<file path="src/rtl/core_pkg.sv">
`default_nettype none

package core_pkg;

	//----------------------------------------
	// basic words
	//----------------------------------------

	// one data or instruction word
	typedef logic [31:0] word_t;

	// register index, x0..x31
	typedef logic [4:0] reg_addr_t;

	// the only two opcodes that execute
	localparam logic [6:0] OPC_OP     = 7'b0110011;
	localparam logic [6:0] OPC_OP_IMM = 7'b0010011;

	// alu operation, coded as {funct7[5], funct3}
	typedef enum logic [3:0] {
		ALU_ADD  = 4'b0000,
		ALU_SLL  = 4'b0001,
		ALU_SLT  = 4'b0010,
		ALU_SLTU = 4'b0011,
		ALU_XOR  = 4'b0100,
		ALU_SRL  = 4'b0101,
		ALU_OR   = 4'b0110,
		ALU_AND  = 4'b0111,
		ALU_SUB  = 4'b1000,
		ALU_SRA  = 4'b1101
	} alu_op_e;

	//----------------------------------------
	// instruction formats
	//----------------------------------------

	// register-register form
	typedef struct packed {
		logic [6:0] funct7;
		reg_addr_t  rs2;
		reg_addr_t  rs1;
		logic [2:0] funct3;
		reg_addr_t  rd;
		logic [6:0] opcode;
	} r_type_t;

	// register-immediate form
	typedef struct packed {
		logic [11:0] imm12;
		reg_addr_t   rs1;
		logic [2:0]  funct3;
		reg_addr_t   rd;
		logic [6:0]  opcode;
	} i_type_t;

	// same word, seen either way
	typedef union packed {
		r_type_t r;
		i_type_t i;
	} instr_u;

	//----------------------------------------
	// pipeline records
	//----------------------------------------

	// decode register contents
	typedef struct packed {
		logic      valid;
		alu_op_e   alu_op;
		reg_addr_t rd;
		word_t     op_a;
		word_t     op_b;
	} dec_t;

	// result not yet in the register file
	typedef struct packed {
		logic      valid;
		reg_addr_t rd;
		word_t     data;
	} fwd_t;

	// write-back port record
	typedef struct packed {
		reg_addr_t rd;
		word_t     data;
	} wb_t;

endpackage

`default_nettype wire

</file>
<file path="src/rtl/reg_file.sv">
`timescale 1ns/1ps
`default_nettype none

module reg_file import core_pkg::*; (
	input  logic      clk,
	input  logic      arst_n,
	input  reg_addr_t rs1,
	input  reg_addr_t rs2,
	output word_t     rdata1,
	output word_t     rdata2,
	input  fwd_t      wr
);

	// x1..x31 only, x0 has no storage
	word_t regs [1:31];

	// single write port, x0 writes dropped
	always_ff @(posedge clk or negedge arst_n) begin
		if (!arst_n) begin
			for (int i = 1; i < 32; i++) begin
				regs[i] <= '0;
			end
		end else if (wr.valid && (wr.rd != '0)) begin
			regs[wr.rd] <= wr.data;
		end
	end

	// two combinational reads
	assign rdata1 = (rs1 == '0) ? '0 : regs[rs1];
	assign rdata2 = (rs2 == '0) ? '0 : regs[rs2];

endmodule

`default_nettype wire

</file>
<file path="src/rtl/decode_stage.sv">
`timescale 1ns/1ps
`default_nettype none

module decode_stage import core_pkg::*; (
	input  logic  clk,
	input  logic  arst_n,
	input  word_t instr,
	input  logic  instr_valid,
	output logic  instr_ready,
	input  logic  advance,
	input  fwd_t  alu_fwd,
	input  fwd_t  ex_fwd,
	input  fwd_t  wr,
	output dec_t  dec
);

	// pick the newest value of a source register
	// alu result first, then execute register, then register file
	function automatic word_t fwd_pick(
		input reg_addr_t idx,
		input word_t     rf_data,
		input fwd_t      near,
		input fwd_t      far
	);
		word_t val;
		val = rf_data;
		if (idx == '0) begin
			val = '0;
		end else if (near.valid && (near.rd == idx)) begin
			val = near.data;
		end else if (far.valid && (far.rd == idx)) begin
			val = far.data;
		end
		return val;
	endfunction

	instr_u    iw;
	logic      is_op;
	logic      is_imm;
	logic      is_shift_imm;
	alu_op_e   alu_op;
	word_t     rdata1;
	word_t     rdata2;
	word_t     imm_sext;
	word_t     op_a;
	word_t     op_b;

	//----------------------------------------
	// field extraction
	//----------------------------------------

	assign iw = instr_u'(instr);

	// opcode field sits in the same bits in both forms
	assign is_op        = (iw.r.opcode == OPC_OP);
	assign is_imm       = (iw.i.opcode == OPC_OP_IMM);
	assign is_shift_imm = is_imm && (iw.i.funct3[1:0] == 2'b01);

	// 12-bit immediate, sign extended
	assign imm_sext = {{20{iw.i.imm12[11]}}, iw.i.imm12};

	always_comb begin
		case (iw.r.funct3)
			// sub only in register form
			3'b000: alu_op = (is_op && iw.r.funct7[5]) ? ALU_SUB : ALU_ADD;
			3'b001: alu_op = ALU_SLL;
			3'b010: alu_op = ALU_SLT;
			3'b011: alu_op = ALU_SLTU;
			3'b100: alu_op = ALU_XOR;
			// srl/sra split by funct7[5], same bit as imm12[10]
			3'b101: alu_op = iw.r.funct7[5] ? ALU_SRA : ALU_SRL;
			3'b110: alu_op = ALU_OR;
			default: alu_op = ALU_AND;
		endcase
	end

	//----------------------------------------
	// operand read and forwarding
	//----------------------------------------

	reg_file i_reg_file (
		.clk    (clk),
		.arst_n (arst_n),
		.rs1    (iw.r.rs1),
		.rs2    (iw.r.rs2),
		.rdata1 (rdata1),
		.rdata2 (rdata2),
		.wr     (wr)
	);

	always_comb begin
		op_a = fwd_pick(iw.r.rs1, rdata1, alu_fwd, ex_fwd);
		// shamt lives in the rs2 field
		if (is_shift_imm) begin
			op_b = {27'b0, iw.r.rs2};
		end else if (is_imm) begin
			op_b = imm_sext;
		end else begin
			op_b = fwd_pick(iw.r.rs2, rdata2, alu_fwd, ex_fwd);
		end
	end

	//----------------------------------------
	// decode register
	//----------------------------------------

	// accept whenever the pipe moves
	assign instr_ready = advance;

	// unknown opcodes become bubbles
	always_ff @(posedge clk or negedge arst_n) begin
		if (!arst_n) begin
			dec <= '0;
		end else if (advance) begin
			dec.valid  <= instr_valid && (is_op || is_imm);
			dec.alu_op <= alu_op;
			dec.rd     <= iw.r.rd;
			dec.op_a   <= op_a;
			dec.op_b   <= op_b;
		end
	end

	// an offered word stays put until it is taken
	a_instr_hold: assert property (
		@(posedge clk) disable iff (!arst_n)
		(instr_valid && !instr_ready) |=> (instr_valid && $stable(instr))
	) else $error("decode_stage: instruction changed while waiting");

endmodule

`default_nettype wire

</file>
<file path="src/rtl/execute_stage.sv">
`timescale 1ns/1ps
`default_nettype none

module execute_stage import core_pkg::*; (
	input  logic clk,
	input  logic arst_n,
	input  logic advance,
	input  dec_t dec,
	output fwd_t alu_fwd,
	output fwd_t ex_rec
);

	word_t       alu_res;
	logic [4:0]  shamt;
	logic signed [31:0] op_a_s;
	logic signed [31:0] op_b_s;

	//----------------------------------------
	// arithmetic/logic unit
	//----------------------------------------

	// shifts only look at the low five bits
	assign shamt  = dec.op_b[4:0];
	assign op_a_s = dec.op_a;
	assign op_b_s = dec.op_b;

	always_comb begin
		case (dec.alu_op)
			ALU_ADD:  alu_res = dec.op_a + dec.op_b;
			// wraps modulo 2^32
			ALU_SUB:  alu_res = dec.op_a - dec.op_b;
			ALU_SLL:  alu_res = dec.op_a << shamt;
			// compares give 0 or 1
			ALU_SLT:  alu_res = {31'b0, op_a_s < op_b_s};
			ALU_SLTU: alu_res = {31'b0, dec.op_a < dec.op_b};
			ALU_XOR:  alu_res = dec.op_a ^ dec.op_b;
			ALU_SRL:  alu_res = dec.op_a >> shamt;
			// sign bit fills from the left
			ALU_SRA:  alu_res = op_a_s >>> shamt;
			ALU_OR:   alu_res = dec.op_a | dec.op_b;
			ALU_AND:  alu_res = dec.op_a & dec.op_b;
			default:  alu_res = '0;
		endcase
	end

	// result of the instruction now in execute
	// goes straight back to decode
	assign alu_fwd.valid = dec.valid;
	assign alu_fwd.rd    = dec.rd;
	assign alu_fwd.data  = alu_res;

	//----------------------------------------
	// execute register
	//----------------------------------------

	always_ff @(posedge clk or negedge arst_n) begin
		if (!arst_n) begin
			ex_rec <= '0;
		end else if (advance) begin
			// bubbles pass through with valid low
			ex_rec <= alu_fwd;
		end
	end

endmodule

`default_nettype wire

</file>
<file path="src/rtl/result_stage.sv">
`timescale 1ns/1ps
`default_nettype none

module result_stage import core_pkg::*; (
	input  logic clk,
	input  logic arst_n,
	input  fwd_t ex_rec,
	output logic advance,
	output fwd_t wr,
	output fwd_t ex_fwd,
	output wb_t  wb,
	output logic wb_valid,
	input  logic wb_ready
);

	fwd_t res_q;

	// global stall, only when a held result is not taken
	assign advance = !(res_q.valid && !wb_ready);

	// register write on the edge the record enters res_q
	assign wr.valid = ex_rec.valid && advance;
	assign wr.rd    = ex_rec.rd;
	assign wr.data  = ex_rec.data;

	// execute register seen by decode
	assign ex_fwd = ex_rec;

	//----------------------------------------
	// result register
	//----------------------------------------

	always_ff @(posedge clk or negedge arst_n) begin
		if (!arst_n) begin
			res_q <= '0;
		end else if (advance) begin
			res_q <= ex_rec;
		end
	end

	// write-back port
	assign wb_valid = res_q.valid;
	assign wb.rd    = res_q.rd;
	assign wb.data  = res_q.data;

	// execute register frozen along with the result register
	a_ex_hold: assert property (
		@(posedge clk) disable iff (!arst_n)
		!advance |=> $stable(ex_rec)
	) else $error("result_stage: execute register moved during stall");

endmodule

`default_nettype wire

</file>
<file path="src/rtl/core_top.sv">
`timescale 1ns/1ps
`default_nettype none

module core_top import core_pkg::*; (
	input  logic  clk,
	input  logic  arst_n,
	input  word_t instr,
	input  logic  instr_valid,
	output logic  instr_ready,
	output wb_t   wb,
	output logic  wb_valid,
	input  logic  wb_ready
);

	// pipe-wide enable, low stalls every stage
	logic advance;

	// stage records
	dec_t dec;
	fwd_t alu_fwd;
	fwd_t ex_rec;
	fwd_t ex_fwd;
	fwd_t wr;

	//----------------------------------------
	// decode, execute, result
	//----------------------------------------

	decode_stage i_decode_stage (
		.clk         (clk),
		.arst_n      (arst_n),
		.instr       (instr),
		.instr_valid (instr_valid),
		.instr_ready (instr_ready),
		.advance     (advance),
		.alu_fwd     (alu_fwd),
		.ex_fwd      (ex_fwd),
		.wr          (wr),
		.dec         (dec)
	);

	execute_stage i_execute_stage (
		.clk     (clk),
		.arst_n  (arst_n),
		.advance (advance),
		.dec     (dec),
		.alu_fwd (alu_fwd),
		.ex_rec  (ex_rec)
	);

	result_stage i_result_stage (
		.clk      (clk),
		.arst_n   (arst_n),
		.ex_rec   (ex_rec),
		.advance  (advance),
		.wr       (wr),
		.ex_fwd   (ex_fwd),
		.wb       (wb),
		.wb_valid (wb_valid),
		.wb_ready (wb_ready)
	);

endmodule

`default_nettype wire

</file>
<file path="config.mk">
export PLATFORM = sky130hd
export DESIGN_NAME = core_top
export DESIGN_NICKNAME = d
export VERILOG_FILES = /design/src/rtl/core_pkg.sv /design/src/rtl/reg_file.sv /design/src/rtl/decode_stage.sv /design/src/rtl/execute_stage.sv /design/src/rtl/result_stage.sv /design/src/rtl/core_top.sv
export SDC_FILE = /design/constraint.sdc
export NUM_CORES = 2
export LEC_CHECK = 0
export BUFFER_PORTS_ARGS = -buffer_cell sky130_fd_sc_hd__buf_4
export CORE_ASPECT_RATIO = 0.5
export CORE_MARGIN = 8
export CORE_UTILIZATION = 40
export CTS_BUF_LIST = sky130_fd_sc_hd__clkbuf_8
export CTS_CLUSTER_SIZE = 10
export DETAILED_ROUTE_END_ITERATION = 10
export GPL_ROUTABILITY_DRIVEN = 0
export MAX_ROUTING_LAYER = met4
export PLACE_DENSITY = 0.53
export REMOVE_ABC_BUFFERS = 1
export SLEW_MARGIN = 0
export SYNTH_ARGS = -nofsm -noshare
export SYNTH_HDL_FRONTEND = slang
export SYNTH_SLANG_ARGS = --single-unit
</file>
<file path="constraint.sdc">
create_clock -name clk -period 5 [get_ports clk]
set_input_delay 0.5 -clock clk [delete_from_list [all_inputs] [get_ports clk]]
set_output_delay 0.5 -clock clk [all_outputs]
set_load 0.02 [all_outputs]
</file>
# Word-level counts from Yosys, hierarchy flattened
# Index checks and enable logic that the tools add are counted.
[totals] ff_bits=1142
[op_classes] add_sub_neg=2 order_cmp=6 n_eq_ne=22 n_shift=3 n_mux=21 n_bitwise=6 n_reduce_logical=19
[op_table] operator="992-bit bitwise mux" n=1
[op_table] operator="32-bit 2-to-1 mux" n=13
[op_table] operator="32-bit binary-select mux with 5-bit select" n=2
[op_table] operator="32-bit case mux with 10 select lines" n=1
[op_table] operator="32-bit demux with 5-bit select" n=1
[op_table] operator="32-bit less-than comparator" n=2
[op_table] operator="32-bit adder" n=1
[op_table] operator="32-bit AND" n=1
[op_table] operator="32-bit bitwise OR" n=1
[op_table] operator="32-bit by 5-bit << shifter with 32-bit output" n=1
[op_table] operator="32-bit by 5-bit >> shifter with 32-bit output" n=1
[op_table] operator="32-bit by 5-bit >>> shifter with 32-bit output" n=1
[op_table] operator="32-bit subtractor" n=1
[op_table] operator="32-bit XOR" n=1
[op_table] operator="4-bit case mux with 7 select lines" n=1
[op_table] operator="5-bit equality test" n=4
[op_table] operator="6-bit >= comparator (second input constant)" n=3
[op_table] operator="5-bit NOT with 6-bit output" n=3
[op_table] operator="4-bit by 3-bit equality test with 1-bit output (second input constant)" n=4
[op_table] operator="1-bit logical AND" n=11
[op_table] operator="5-bit zero test" n=2
[op_table] operator="3-bit equality test (second input constant)" n=3
[op_table] operator="4-bit by 2-bit equality test with 1-bit output (second input constant)" n=2
[op_table] operator="4-bit equality test (second input constant)" n=2
[op_table] operator="13 further kinds" n=16

# Longest topological paths before layout
[depth] depth_word=9 ltp_mapped=16

# Modules after synthesis
# From an unflattened synthesis, not the netlist that was laid out.
[hier_totals] cells_unflattened=5825 hier_area_um2=70864.2
[by_module_without_submodules] module="reg_file" n_inst=1 cells_each=3773 area_per_inst_um2=53620.2 seq_area_each_um2=24823.8
[by_module_without_submodules] module="execute_stage" n_inst=1 cells_each=1406 area_per_inst_um2=10342.4 seq_area_each_um2=950.9
[by_module_without_submodules] module="decode_stage" n_inst=1 cells_each=488 area_per_inst_um2=4878.4 seq_area_each_um2=1851.8
[by_module_without_submodules] module="result_stage" n_inst=1 cells_each=158 area_per_inst_um2=2023.2 seq_area_each_um2=950.9

# Worst setup path before layout
# Ideal clock, no wire load.
[synth_path] kind="register to register" from="reg i_decode_stage.dec[2] (netlist name)" to="reg i_decode_stage.dec[26] (netlist name)" setup_ns=0.145 arrival_ns=3.677 required_time_ns=4.855 setup_slack_ns=1.178 path_stages_with_launch=17 path_buffers=5 path_cell_list="dfrtp_1 buf_2 clkinv_1 buf_1 buf_2 buf_2 ha_1 buf_2 nor2b_1 o211ai_1 a211oi_1 nor4_2 a211oi_1 o32a_1 xnor2_1 a21oi_1 o221ai_1"
[synth_via] elab_chain_len=6 elab_cells_between_ends=10 cone_classes="add/sub: 2; shift: 3; mux: 5"
[synth_rtl] element="32-bit subtractor (tied with other cells)" line="execute_stage.sv:31" text="ALU_SUB: alu_res = dec.op_a - dec.op_b;"
[synth_rtl] element="32-bit case mux with 10 select lines *" line="execute_stage.sv:28" text="case (dec.alu_op)"
[synth_rtl] element="32-bit 2-to-1 mux *" line="decode_stage.sv:29" text="end else if (near.valid && (near.rd == idx)) begin"
[synth_rtl] element="32-bit 2-to-1 mux *" line="decode_stage.sv:27" text="if (idx == '0) begin"
[synth_rtl] element="32-bit 2-to-1 mux *" line="decode_stage.sv:96" text="end else if (is_imm) begin"
[synth_rtl] element="32-bit 2-to-1 mux *" line="decode_stage.sv:94" text="if (is_shift_imm) begin"
# Mark *: on every way between the ends. The rest lies on a longest branch, timed or not.
# A chain may end at the register's enable or synchronous reset.

# Worst setup path in the final report
[layout_path] from="reg i_decode_stage.dec[47] (netlist name)" to="reg i_decode_stage.dec[48] (netlist name)"
[layout_via] elab_chain_len=4 elab_cells_between_ends=8 cone_classes="add/sub: 2; shift: 3; mux: 3"
[layout_rtl] element="32-bit subtractor (tied with other cells)" line="execute_stage.sv:31"
[layout_rtl] element="32-bit case mux with 10 select lines *" line="execute_stage.sv:28"
[layout_rtl] element="32-bit 2-to-1 mux *" line="decode_stage.sv:29"
[layout_rtl] element="32-bit 2-to-1 mux *" line="decode_stage.sv:27"
# Marks and branches as above.

==> summary.md <==
| Metric | Value |
|---|---|
| Status | finished clean |
| Post-Syn Area per Cell | 12.48 µm² |
| CP Data Arrival Time | roughly 5000 ps |
| Top FF cell, synth | dfrtp_1 |
| Worst skew pair latency | about 910 ps |
| # setup viols final | 0 |
| Largest net degree at the start of global routing | 143 |
| # H-tree levels | 4 |
| Post-layout power | between 15 and 20 mW |
| CTS tree | built |
| Cells after Synth | around 5.5k |
| Commonest cells after routing, fill and taps aside | dfrtp_1, mux2_2, mux4_2 |
| HP Class | input port to register |
| Full die area | approximately 190000 µm² |
| Yosys cell types | roughly 90 |
| Cell Area, Placed | between 70000 and 80000 µm² |
| Unrepaired setup endpoints after global routing | false |
| Crit-path max FO | 13 |
| Core footprint | about 170000 µm² |
| Synth top area cells | dfrtp_1, mux2_2, mux4_2 |
| Relative slew slack | 0.01785 |
| Post-synth top area cell | dfrtp_1 |
| Post-synth EDFFs | 0 |
| WL/cell | between 30 and 40 µm |
| Number of port buffers | between 70 and 80 |
| Antenna-violating nets left | 0 |
| Peak Freq | between 200 and 250 MHz |
| Vias per cell | around 6.5 |
| Post-synth top area share | 0.4130 |
| Setup TNS Final | 0 ps |
| TritonCTS Sinks | 1142 |
| Slew @ Worst Pin | between 1000 and 1500 ps |
| Placed cell count | around 7.6k |
| First-pass detailed-route iteration total | 8 |
| Fin crit share | 0.8544 |
| Residual DRC | 0 |
| PD cells | about 260 nW/µm² |
| Detail Placement HPWL | roughly 170000 µm |
| Routed vias | 51.76k |
| Initial antenna violation count | 11 |
| Die height | slightly above 300 µm |
| Setup crit start kind | register |
| Fin. max-slew vios | 0 |
| Commonest non-fill, non-tap cell in the layout | dfrtp_1 |
| Seq/Total Area, Yosys | 0.4130 |
| Maxcap violations | 0 |
| Layout cells sized above 1 | 0.3983 |
| Crit path kind | register to register |
| First-pass GRT wire length | approximately 380000 µm |
| Reg clk slew, reported paths | around 60 ps |
| Post-layout nets | 5638 |
| Root Driver | clkbuf_8 |
| Total Wirelength | approximately 260000 µm |
| Number of global-route vias before repair | roughly 52k |
| Non-filler cells, final | 7960 |
| Final hold vios | 0 |
| Total GRT Usage | 0.2804 |
| Flops & latches, synth | ~1.1k |
| Cell area after layout | around 76000 µm² |
| GRT Residual Overflow | 0 |
| Area grow syn2layout | 10.54% |
| Die X-Extent | ~600 µm |
| R2r worst-path depth | 11 |
| DR iter-0 viols | a little over 6k |
| Min Tclk post-route | about 4300 ps |
| Io pins | 75 |
| Synth warn | 0 |
| CP endpoint kind | register |
| Clock Tree Buf Depth | 3 |
| Synth Cell Area | a little under 70000 µm² |
| Cts bufs inserted | 182 |
| Hold Path Stages | 5 |
| Critical Path RT | between 5000 and 6000 ps |
| Max Clock Skew | around 41 ps |
| LEAKAGE | roughly 35 nW |
| Cell row count | between 100 and 150 |
| Peak VDD IR | about 0.26 mV |
| Async S/R FF share, synth | 1.000 |
| Starting Density | 0.4007 |
path summary, 6_finish.rpt:
kind / start / endpoint / slack [ps]
max: i_decode_stage.dec[47] / i_decode_stage.dec[48] / 730
min: instr[5] / i_decode_stage.dec[2] / 120
max reg2reg: i_decode_stage.dec[47] / i_decode_stage.dec[48] / 730
min reg2reg: i_result_stage.wb[5] / i_result_stage.wb[5] / 470
max in group asynchronous: arst_n / i_result_stage.wb[27] / 3230
min in group asynchronous: arst_n / i_decode_stage.i_reg_file.regs[176] / 310
per-layer routing:
metal	global-route usage	routed length (µm)
met5	-	0
met4	0.09367	9178
met3	0.07719	26870
met2	0.4041	111600
met1	0.3829	110700
power breakdown:
| group | internal (mW) | leakage (nW) | switching (mW) |
|---|---|---|---|
| logic | 0.667 | 17.0 | 1.46 |
| clock network | 4.11 | 2.12 | 3.96 |
| registers | 9.33 | 15.8 | 0.226 |
logic make-up (layout without fill, tap and decap cells):
logic type / Yosys count / count (layout) / share of synthesized area
AO/OA/AOI/OAI: 961 / 961 / 0.09260
adder cells (fa/ha/maj): 99 / 99 / 0.01812
multiplexers: 1834 / 1834 / 0.3796
XOR/XNOR: 42 / 42 / 0.005316
other: 0 / 8 / 0
AND/OR/NAND/NOR: 788 / 788 / 0.05079
buffers and inverters: 678 / 776 / 0.04058
flip-flops: 1142 / 1142 / 0.4130
final cells by class:
cell class                 instances  area [µm²]
clock inverter                    93       401.6
fill                           15840       96200
antenna                            8       20.02
sequential                      1142       28590
tap                             2310        2890
timing repair buffer             331        2990
inverter                         122       462.9
multi-input combinational       3724       37970
clock buffer                     230        3166
worst max-delay path, stage by stage (launching register included):
cell and delay (ps):
dfrtp_1 660, inv_1 170, ha_1 630, inv_1 180, a2111oi_1 760, inv_1 80
or2_1 290, o211ai_1 160, o21ai_0 120, xnor2_1 150, a211oi_1 690, o21ai_0 220
cells in the mapped netlist, drive strengths merged, types with 11 or more instances:
master   number
clkbuf      311
nor2        209
o31ai        18
xnor2        24
buf         245
nand2b       22
a221oi       28
o211ai       32
a211oi       40
dfrtp      1142
nand2       356
nand3        37
a21o         21
a22oi        58
mux2       1087
mux2i       224
a31oi        17
o221ai       67
inv         120
nor4         18
nor3         45
a21oi       216
and2         11
nor2b        22
mux4        523
o21ai       250
ha           97
a22o         60
xor2         18
o22ai        47
a2111oi      13
and3         13
through the flow:
step	setup WS, ps	hold slack (ps)	utilization
after floorplan	-5127	204.4	-
after global placement	498.6	450.2	0.4209
after global routing	418.7	89.29	0.4429
after detailed placement	475.5	456.6	0.4209
final	728.1	118.3	0.4429
after CTS	895.8	9.618	0.4426
timing repair:
item / 4_1_cts / 5_1_grt
setup endpoints to repair: 0 / 0
buffers inserted: 0 / 0
hold endpoints to repair: 95 / 0
hold buffers: 18 / 0
resized for setup: 0 / 0
state kept, by name, indices dropped and copies added (netlist names):
name,count
i_decode_stage.i_reg_file.regs,992
i_decode_stage.dec,74
i_execute_stage.ex_rec,38
i_result_stage.wb,37
i_result_stage.wb_valid,1
Note: power is estimated with default switching activity, not from simulation.
